<file path="src/design/apb_bridge_pkg.sv">
`default_nettype none

package apb_bridge_pkg;

    typedef logic [19:0] apb_addr_t;   // byte address, bits 19:15 unused
    typedef logic [31:0] apb_data_t;
    typedef logic [1:0]  axi_resp_t;

    localparam axi_resp_t RESP_OKAY   = 2'b00;
    localparam axi_resp_t RESP_SLVERR = 2'b10;

    // 4 KB window per peripheral
    localparam int DEV_INDEX_LSB = 12;

    typedef enum logic [1:0] {
        IDLE,
        SETUP,
        ACCESS
    } apb_phase_t;

    typedef enum logic [1:0] {
        WRITE_IDLE,
        WRITE_DATA,   // address taken, data pending
        WRITE_WAIT,   // queued or on the APB side
        WRITE_RESP
    } write_state_t;

    typedef enum logic [1:0] {
        READ_IDLE,
        READ_WAIT,    // queued behind a write or a busy bus
        READ_DATA,    // APB transfer running
        READ_RESP
    } read_state_t;

endpackage

`default_nettype wire

</file>
<file path="src/design/apb_bus_if.sv">
`timescale 1ns/10ps
`default_nettype none

interface apb_bus_if #(
    parameter int DEV_COUNT = 8
);

    logic [DEV_COUNT-1:0]      psel;     // one-hot
    logic                      penable;
    apb_bridge_pkg::apb_addr_t paddr;
    logic                      pwrite;
    apb_bridge_pkg::apb_data_t pwdata;

    // response of the selected peripheral only
    apb_bridge_pkg::apb_data_t prdata;
    logic                      pready;
    logic                      pslverr;

    modport master (
        output psel, penable, paddr, pwrite, pwdata,
        input  prdata, pready, pslverr
    );

    // select bit goes to each peripheral separately
    modport periph (
        input penable, paddr, pwrite, pwdata
    );

    modport drain (
        input  psel,
        output prdata, pready, pslverr
    );

endinterface

`default_nettype wire

</file>
<file path="src/design/apb_reg_slave.sv">
`timescale 1ns/10ps
`default_nettype none

module apb_reg_slave (
    input  wire                        S_AXI_ACLK,
    input  wire                        S_AXI_ARESETN,
    input  wire                        sel,
    apb_bus_if.periph                  bus,
    output apb_bridge_pkg::apb_data_t  prdata,
    output logic                       pready,
    output logic                       pslverr
);

    apb_bridge_pkg::apb_data_t regs [4];

    logic       wait_q;     // high on the second ACCESS cycle
    logic       unmapped;
    logic [1:0] reg_idx;
    logic       access;

    assign access   = sel && bus.penable;
    assign unmapped = |bus.paddr[11:4];   // only 0x0..0xC exist
    assign reg_idx  = bus.paddr[3:2];

    always_ff @(posedge S_AXI_ACLK or negedge S_AXI_ARESETN) begin
        if (!S_AXI_ARESETN)
            wait_q <= 1'b0;
        else if (access)
            wait_q <= !wait_q;
        else
            wait_q <= 1'b0;
    end

    always_ff @(posedge S_AXI_ACLK or negedge S_AXI_ARESETN) begin
        if (!S_AXI_ARESETN) begin
            for (int i = 0; i < 4; i++)
                regs[i] <= '0;
        end else if (access && wait_q && bus.pwrite && !unmapped) begin
            regs[reg_idx] <= bus.pwdata;   // ending edge
        end
    end

    assign pready  = wait_q;
    assign pslverr = wait_q && unmapped;
    assign prdata  = unmapped ? '0 : regs[reg_idx];

endmodule

`default_nettype wire

</file>
<file path="src/design/apb_return_mux.sv">
`timescale 1ns/10ps
`default_nettype none

module apb_return_mux #(
    parameter int DEV_COUNT = 8
) (
    input  wire apb_bridge_pkg::apb_data_t prdata [DEV_COUNT],
    input  wire [DEV_COUNT-1:0]            pready,
    input  wire [DEV_COUNT-1:0]            pslverr,
    apb_bus_if.drain                       apb
);

    // psel is one-hot, so the last match is the only match
    always_comb begin
        apb.prdata = '0;
        for (int i = 0; i < DEV_COUNT; i++) begin
            if (apb.psel[i])
                apb.prdata = prdata[i];
        end
    end

    // nothing selected gives low ready and no error
    assign apb.pready  = |(pready & apb.psel);
    assign apb.pslverr = |(pslverr & apb.psel);

endmodule

`default_nettype wire

</file>
<file path="src/design/apb_subsystem_top.sv">
`timescale 1ns/10ps
`default_nettype none

module apb_subsystem_top #(
    parameter int DEV_COUNT = 8   // power of two
) (
    input  wire                              S_AXI_ACLK,
    input  wire                              S_AXI_ARESETN,
    input  wire apb_bridge_pkg::apb_addr_t   s_axi_awaddr,
    input  wire                              s_axi_awvalid,
    output wire                              s_axi_awready,
    input  wire apb_bridge_pkg::apb_data_t   s_axi_wdata,
    input  wire                              s_axi_wvalid,
    output wire                              s_axi_wready,
    output wire apb_bridge_pkg::axi_resp_t   s_axi_bresp,
    output wire                              s_axi_bvalid,
    input  wire                              s_axi_bready,
    input  wire apb_bridge_pkg::apb_addr_t   s_axi_araddr,
    input  wire                              s_axi_arvalid,
    output wire                              s_axi_arready,
    output wire apb_bridge_pkg::apb_data_t   s_axi_rdata,
    output wire apb_bridge_pkg::axi_resp_t   s_axi_rresp,
    output wire                              s_axi_rvalid,
    input  wire                              s_axi_rready
);

    apb_bus_if #(.DEV_COUNT(DEV_COUNT)) apb_bus ();

    apb_bridge_pkg::apb_data_t periph_rdata [DEV_COUNT];
    logic [DEV_COUNT-1:0]      periph_ready;
    logic [DEV_COUNT-1:0]      periph_slverr;

    axi2apb #(
        .DEV_COUNT (DEV_COUNT)
    ) u_bridge (
        .S_AXI_ACLK    (S_AXI_ACLK),
        .S_AXI_ARESETN (S_AXI_ARESETN),
        .s_axi_awaddr  (s_axi_awaddr),
        .s_axi_awvalid (s_axi_awvalid),
        .s_axi_awready (s_axi_awready),
        .s_axi_wdata   (s_axi_wdata),
        .s_axi_wvalid  (s_axi_wvalid),
        .s_axi_wready  (s_axi_wready),
        .s_axi_bresp   (s_axi_bresp),
        .s_axi_bvalid  (s_axi_bvalid),
        .s_axi_bready  (s_axi_bready),
        .s_axi_araddr  (s_axi_araddr),
        .s_axi_arvalid (s_axi_arvalid),
        .s_axi_arready (s_axi_arready),
        .s_axi_rdata   (s_axi_rdata),
        .s_axi_rresp   (s_axi_rresp),
        .s_axi_rvalid  (s_axi_rvalid),
        .s_axi_rready  (s_axi_rready),
        .apb           (apb_bus.master)
    );

    for (genvar i = 0; i < DEV_COUNT; i++) begin : g_periph
        apb_reg_slave u_periph (
            .S_AXI_ACLK    (S_AXI_ACLK),
            .S_AXI_ARESETN (S_AXI_ARESETN),
            .sel           (apb_bus.psel[i]),
            .bus           (apb_bus.periph),
            .prdata        (periph_rdata[i]),
            .pready        (periph_ready[i]),
            .pslverr       (periph_slverr[i])
        );
    end

    apb_return_mux #(
        .DEV_COUNT (DEV_COUNT)
    ) u_return_mux (
        .prdata  (periph_rdata),
        .pready  (periph_ready),
        .pslverr (periph_slverr),
        .apb     (apb_bus.drain)
    );

endmodule

`default_nettype wire

</file>
<file path="src/design/axi2apb.sv">
`timescale 1ns/10ps
`default_nettype none

module axi2apb #(
    parameter int DEV_COUNT = 8
) (
    input  wire                              S_AXI_ACLK,
    input  wire                              S_AXI_ARESETN,
    input  wire apb_bridge_pkg::apb_addr_t   s_axi_awaddr,
    input  wire                              s_axi_awvalid,
    output logic                             s_axi_awready,
    input  wire apb_bridge_pkg::apb_data_t   s_axi_wdata,
    input  wire                              s_axi_wvalid,
    output logic                             s_axi_wready,
    output apb_bridge_pkg::axi_resp_t        s_axi_bresp,
    output logic                             s_axi_bvalid,
    input  wire                              s_axi_bready,
    input  wire apb_bridge_pkg::apb_addr_t   s_axi_araddr,
    input  wire                              s_axi_arvalid,
    output logic                             s_axi_arready,
    output apb_bridge_pkg::apb_data_t        s_axi_rdata,
    output apb_bridge_pkg::axi_resp_t        s_axi_rresp,
    output logic                             s_axi_rvalid,
    input  wire                              s_axi_rready,
    apb_bus_if.master                        apb
);

    localparam int IDX_W = $clog2(DEV_COUNT);

    apb_bridge_pkg::apb_phase_t   apb_phase;
    apb_bridge_pkg::write_state_t write_state;
    apb_bridge_pkg::read_state_t  read_state;

    apb_bridge_pkg::apb_addr_t awaddr_q;
    apb_bridge_pkg::apb_data_t wdata_q;
    apb_bridge_pkg::apb_addr_t araddr_q;

    logic aw_hs, w_hs, ar_hs;
    logic start_write, start_read;
    logic apb_done, write_done, read_done;

    function automatic logic [DEV_COUNT-1:0] dev_decode(input apb_bridge_pkg::apb_addr_t addr);
        logic [DEV_COUNT-1:0] onehot;
        onehot = '0;
        onehot[addr[apb_bridge_pkg::DEV_INDEX_LSB +: IDX_W]] = 1'b1;
        return onehot;
    endfunction

    assign aw_hs = s_axi_awvalid && s_axi_awready;
    assign w_hs  = s_axi_wvalid && s_axi_wready;
    assign ar_hs = s_axi_arvalid && s_axi_arready;

    // write wins a tie, read also waits out the whole write incl. B
    assign start_write = (apb_phase == apb_bridge_pkg::IDLE) &&
                         (write_state == apb_bridge_pkg::WRITE_WAIT);
    assign start_read  = (apb_phase == apb_bridge_pkg::IDLE) &&
                         (read_state == apb_bridge_pkg::READ_WAIT) &&
                         (write_state == apb_bridge_pkg::WRITE_IDLE);

    assign apb_done   = (apb_phase == apb_bridge_pkg::ACCESS) && apb.pready;
    assign write_done = apb_done && apb.pwrite;
    assign read_done  = apb_done && !apb.pwrite;

    always_ff @(posedge S_AXI_ACLK or negedge S_AXI_ARESETN) begin
        if (!S_AXI_ARESETN) begin
            write_state   <= apb_bridge_pkg::WRITE_IDLE;
            s_axi_awready <= 1'b0;
            s_axi_wready  <= 1'b0;
            s_axi_bvalid  <= 1'b0;
        end else begin
            case (write_state)
                apb_bridge_pkg::WRITE_IDLE: begin
                    s_axi_awready <= 1'b1;
                    if (!s_axi_awready)
                        s_axi_wready <= 1'b1;   // first cycle out of reset
                    if (w_hs)
                        s_axi_wready <= 1'b0;   // data may come ahead of the address
                    if (aw_hs) begin
                        s_axi_awready <= 1'b0;
                        if (w_hs || !s_axi_wready)
                            write_state <= apb_bridge_pkg::WRITE_WAIT;
                        else
                            write_state <= apb_bridge_pkg::WRITE_DATA;
                    end
                end
                apb_bridge_pkg::WRITE_DATA: begin
                    if (w_hs) begin
                        s_axi_wready <= 1'b0;
                        write_state  <= apb_bridge_pkg::WRITE_WAIT;
                    end
                end
                apb_bridge_pkg::WRITE_WAIT: begin
                    if (write_done) begin
                        s_axi_bvalid <= 1'b1;
                        write_state  <= apb_bridge_pkg::WRITE_RESP;
                    end
                end
                apb_bridge_pkg::WRITE_RESP: begin
                    if (s_axi_bready) begin
                        s_axi_bvalid  <= 1'b0;
                        s_axi_awready <= 1'b1;
                        s_axi_wready  <= 1'b1;
                        write_state   <= apb_bridge_pkg::WRITE_IDLE;
                    end
                end
                default: write_state <= apb_bridge_pkg::WRITE_IDLE;
            endcase
        end
    end

    always_ff @(posedge S_AXI_ACLK or negedge S_AXI_ARESETN) begin
        if (!S_AXI_ARESETN) begin
            read_state    <= apb_bridge_pkg::READ_IDLE;
            s_axi_arready <= 1'b0;
            s_axi_rvalid  <= 1'b0;
        end else begin
            case (read_state)
                apb_bridge_pkg::READ_IDLE: begin
                    s_axi_arready <= !ar_hs;
                    if (ar_hs)
                        read_state <= apb_bridge_pkg::READ_WAIT;
                end
                apb_bridge_pkg::READ_WAIT: begin
                    if (start_read)
                        read_state <= apb_bridge_pkg::READ_DATA;
                end
                apb_bridge_pkg::READ_DATA: begin
                    if (read_done) begin
                        s_axi_rvalid <= 1'b1;
                        read_state   <= apb_bridge_pkg::READ_RESP;
                    end
                end
                apb_bridge_pkg::READ_RESP: begin
                    if (s_axi_rready) begin
                        s_axi_rvalid  <= 1'b0;
                        s_axi_arready <= 1'b1;
                        read_state    <= apb_bridge_pkg::READ_IDLE;
                    end
                end
                default: read_state <= apb_bridge_pkg::READ_IDLE;
            endcase
        end
    end

    always_ff @(posedge S_AXI_ACLK or negedge S_AXI_ARESETN) begin
        if (!S_AXI_ARESETN) begin
            apb_phase   <= apb_bridge_pkg::IDLE;
            apb.psel    <= '0;
            apb.penable <= 1'b0;
            apb.pwrite  <= 1'b0;
        end else begin
            case (apb_phase)
                apb_bridge_pkg::IDLE: begin
                    if (start_write) begin
                        apb_phase  <= apb_bridge_pkg::SETUP;
                        apb.psel   <= dev_decode(awaddr_q);
                        apb.pwrite <= 1'b1;
                    end else if (start_read) begin
                        apb_phase  <= apb_bridge_pkg::SETUP;
                        apb.psel   <= dev_decode(araddr_q);
                        apb.pwrite <= 1'b0;
                    end
                end
                apb_bridge_pkg::SETUP: begin
                    apb_phase   <= apb_bridge_pkg::ACCESS;
                    apb.penable <= 1'b1;
                end
                apb_bridge_pkg::ACCESS: begin
                    if (apb.pready) begin
                        apb_phase   <= apb_bridge_pkg::IDLE;
                        apb.penable <= 1'b0;
                        apb.psel    <= '0;
                    end
                end
                default: apb_phase <= apb_bridge_pkg::IDLE;
            endcase
        end
    end

    // payload, loaded only on handshakes and transfer start/end
    always_ff @(posedge S_AXI_ACLK) begin
        if (aw_hs)
            awaddr_q <= s_axi_awaddr;
        if (w_hs)
            wdata_q <= s_axi_wdata;
        if (ar_hs)
            araddr_q <= s_axi_araddr;
        if (start_write) begin
            apb.paddr  <= awaddr_q;
            apb.pwdata <= wdata_q;   // held through reads too
        end else if (start_read) begin
            apb.paddr <= araddr_q;
        end
        if (write_done)
            s_axi_bresp <= apb.pslverr ? apb_bridge_pkg::RESP_SLVERR : apb_bridge_pkg::RESP_OKAY;
        if (read_done) begin
            s_axi_rdata <= apb.prdata;
            s_axi_rresp <= apb.pslverr ? apb_bridge_pkg::RESP_SLVERR : apb_bridge_pkg::RESP_OKAY;
        end
    end

endmodule

`default_nettype wire

</file>
<file path="config.mk">
export PLATFORM = sky130hd
export DESIGN_NAME = apb_subsystem_top
export DESIGN_NICKNAME = d
export VERILOG_FILES = /design/src/design/apb_bridge_pkg.sv /design/src/design/apb_bus_if.sv /design/src/design/apb_reg_slave.sv /design/src/design/apb_return_mux.sv /design/src/design/apb_subsystem_top.sv /design/src/design/axi2apb.sv
export SDC_FILE = /design/constraint.sdc
export NUM_CORES = 2
export LEC_CHECK = 0
export ABC_AREA = 1
export BUFFER_PORTS_ARGS = -buffer_cell sky130_fd_sc_hd__buf_4
export CORE_MARGIN = 3
export CORE_UTILIZATION = 55
export DETAILED_ROUTE_END_ITERATION = 8
export PLACE_DENSITY = 0.74
export SYNTH_ARGS = -nofsm -noshare
export SYNTH_HDL_FRONTEND = slang
export SYNTH_SLANG_ARGS = --single-unit
</file>
<file path="constraint.sdc">
create_clock -name S_AXI_ACLK -period 2.78 [get_ports S_AXI_ACLK]
set_input_delay 0.278 -clock S_AXI_ACLK [delete_from_list [all_inputs] [get_ports S_AXI_ACLK]]
set_output_delay 0.278 -clock S_AXI_ACLK [all_outputs]
set_load 0.01 [all_outputs]
</file>
==> impl_metrics.ini <==
[status]
status = complete, no violations

[logic_synthesis]
syn_inst = 5900
synthTopCellsByArea = dfrtp_1 50%, nand2_1 18%, edfxtp_1 7.6%, o21ai_1 6.8%, a22oi_1 2.8%
yosysWarnings = 0
ys_async_sr_fraction = 0.887
seq_area_frac_synth = 0.575
synth-seq-cells = 1187
yosys.area.top_type = dfrtp_1
yosysTopAreaCellShare = 0.498
synth_ff_type = dfrtp_1
ys_types = 39
synth_edf_count = 134
avgSynthCellArea_um2 = 8.96
synth_area_um2 = 52900

[sta]
finClkSkew_ns = 0.0157
max_freq_mhz = 392
worst_slew_pin_slew_ns = 0.910
min_period_over_period = 0.918
setup_tns_ns = 0
maxSlewViolCount = 0
hold_viol = 0
rsz0062_at_grt = no
hold_slack_ns = 0.159
max_slew_margin = 0.394
period_minus_slack_ns = 2.55
final.setup.worst_slack_ns = 0.228
setup_viol = 0

[clock_network]
cts.sinks = 1187
cts_buffer_depth = 3
htreeDepth = 3
clkTransAtPathRegs_ns = 0.06
cts_setup_buffers = 0
cts_buffers = 117
cts_tree = built
clkLatencyLatePin_ns = 0.70
cts_root_buf = clkbuf_16

[grt]
grt_pass1_vias = 40500
antenna_found_initial = 1
gr-total-overflow = 0
grt_max_degree = 110
track_usage = 0.268
grt_pass1_wl_um = 217000

[floorplan]
start_util = 0.556
fp.dieH_um = 316
fp.dieArea_um2 = 99900
core_um2 = 95200
io-pin-count = 120
die_w_um = 316
core.rowCount = 113

[routing]
drc = 0
via_per_inst = 5.63
first_iter_violations = 3546
firstDrtPassIters = 9
wl_um = 132000
routedWlPerCell_um = 18.2
num_vias = 40700
final_antenna_net_count = 0

[critical_path]
crit_top_cell = nand2_1
path_buf_inv = 4
crit_slowest_cell = edfxtp_1
crit_family = buffers and inverters
slowest_delay_ns = 0.44
critPathLaunchType = flip-flop
cp-end-kind = flip-flop
critPathArrivalTime_ns = 3.11
cp.required_ns = 3.34
crit_path_cell_trace = buf_12, nand2_1, inv_8, buf_12, buf_12, nand2_1, a41oi_1, nand2_1, nand2_1, nand2_1, nand2_1, nand2_1, nand2_1
crit_fanout = 38
crit_type = reg -> reg
r2r_slack_ns = 0.23

[final_layout]
final_nets = 5957
final_cell_mix = 2554 x nand2_1, 1052 x dfrtp_1, 719 x o21ai_1
num-fill-cells = 7690
syn2layout_area_growth_pct = 11.9
drive_gt1_frac = 0.112
fin_cells = 7235
utilization = 0.622
final_common_cell = nand2_1

[placement]
dp_hpwl_um = 76200
portBuffers = 103
place_congestion = 0.774
dp_slack_ns = 0.263
placedCellCount = 6954

[power_and_ir_drop]
p_switching_uw = 14700
power_frac_comb = 0.214
clkPwrFrac = 0.371
p_int_uw = 30400
switching_share = 0.325
powerDensity_nw_per_um2 = 762
ir_worst_vdd_mv = 0.666
power_frac_seq = 0.415
p_leak_uw = 0.0274

[run]
cap_violations = 0

[min_path]
hold_class = in -> async
stage by stage:
step	total power, uW	cell area (um2)
after global routing	46600	59100
after detailed placement	28500	54400
final	45100	59100
after global placement	28400	54400
after floorplan	24500	52900
after CTS	45100	59100
cell type report:
class	count	area [um2]	area share
antenna	1	2.50	0.0000423
clock buffer	176	3510	0.0593
clock inverter	42	599	0.0101
inverter	66	260	0.00440
multi-input combinational	4173	19400	0.329
sequential	1187	30400	0.514
tap	1265	1580	0.0268
timing repair buffer	325	3370	0.0569
cells in the mapped netlist (4+ instances only):
library cell and number:
dfrtp_1 1053, nor3_4 8, o21ai_1 719, nand3_4 31
o21ai_2 157, nand3_1 68, buf_4 21, nand4_1 34
buf_1 13, a22oi_1 199, nor2_1 84, edfxtp_1 134
ha_1 8, buf_6 105, buf_2 121, nor3_1 11
nor2_2 4, inv_1 58, clkbuf_1 213, a41oi_1 25
a22o_1 4, a31oi_1 15, a21oi_1 69, o21ai_0 170
nand2_1 2554, inv_2 5
power by group through the flow:
stage,combinational (uW),sequential (uW),clock (uW)
finish,9660,18700,16700
global route,10300,18700,17600
CTS,9550,18700,16900
detailed placement,9430,19000,0
global placement,9380,19000,0
floorplan,5600,18900,0
flip-flops by register name, indices dropped and copies added (netlist names), 2 cells and up:
name,count
g_periph.u_periph.pready,8
g_periph.u_periph.regs,1024
u_bridge.apb.paddr,10
u_bridge.apb.psel,8
u_bridge.apb.pwdata,32
u_bridge.apb_phase,2
u_bridge.araddr_q,13
u_bridge.awaddr_q,13
u_bridge.read_state,2
u_bridge.s_axi_rdata,32
u_bridge.wdata_q,32
u_bridge.write_state,2
worst paths after layout:
check	to	cells past startpoint	from
hold / removal	g_periph[0].u_periph.regs[14]	2	S_AXI_ARESETN
min in group S_AXI_ACLK	u_bridge.awaddr_q[4]	3	s_axi_awvalid
max in group asynchronous	u_bridge.apb.psel[3]	3	S_AXI_ARESETN
setup reg to reg	u_bridge.s_axi_rdata[5]	13	u_bridge.apb.paddr[3]
setup / recovery	u_bridge.s_axi_rdata[5]	13	u_bridge.apb.paddr[3]
hold reg to reg	u_bridge.apb.pwdata[24]	0	u_bridge.wdata_q[24]
per-layer routing:
layer | vias to the layer above | global-route usage | part of all wire
li1 | 19400 | - | -
met1 | 19800 | 0.374 | 0.44
met2 | 1235 | 0.445 | 0.48
met3 | 245 | 0.0284 | 0.053
met4 | 0 | 0.0867 | 0.029
met5 | - | 0 | 0
cell families (layout without fill, tap and decap cells):
group                      after synthesis  in the layout  share of synthesized area
adders and majority gates                8              8                    0.00189
DFF                                   1187           1187                      0.575
other                                    1              3                  0.0000709
buffers and inverters                  541            609                     0.0581
and+or+nand+nor                       2799           2799                      0.213
AOI/OAI and AO/OA                     1364           1364                      0.153
timing repair:
item                      CTS  global route
resized for setup           0             0
hold endpoints to repair  116             0
hold buffers               62             0
worst reg2reg max path, cell delays in order, from the launching register on:
cell and delay (ns):
edfxtp_1 0.44, buf_12 0.27, nand2_1 0.21, inv_8 0.25
buf_12 0.22, buf_12 0.20, nand2_1 0.09, a41oi_1 0.26
nand2_1 0.12, nand2_1 0.09, nand2_1 0.06, nand2_1 0.08
nand2_1 0.07, nand2_1 0.08
No activity file was read; power rests on OpenSTA's default activity.
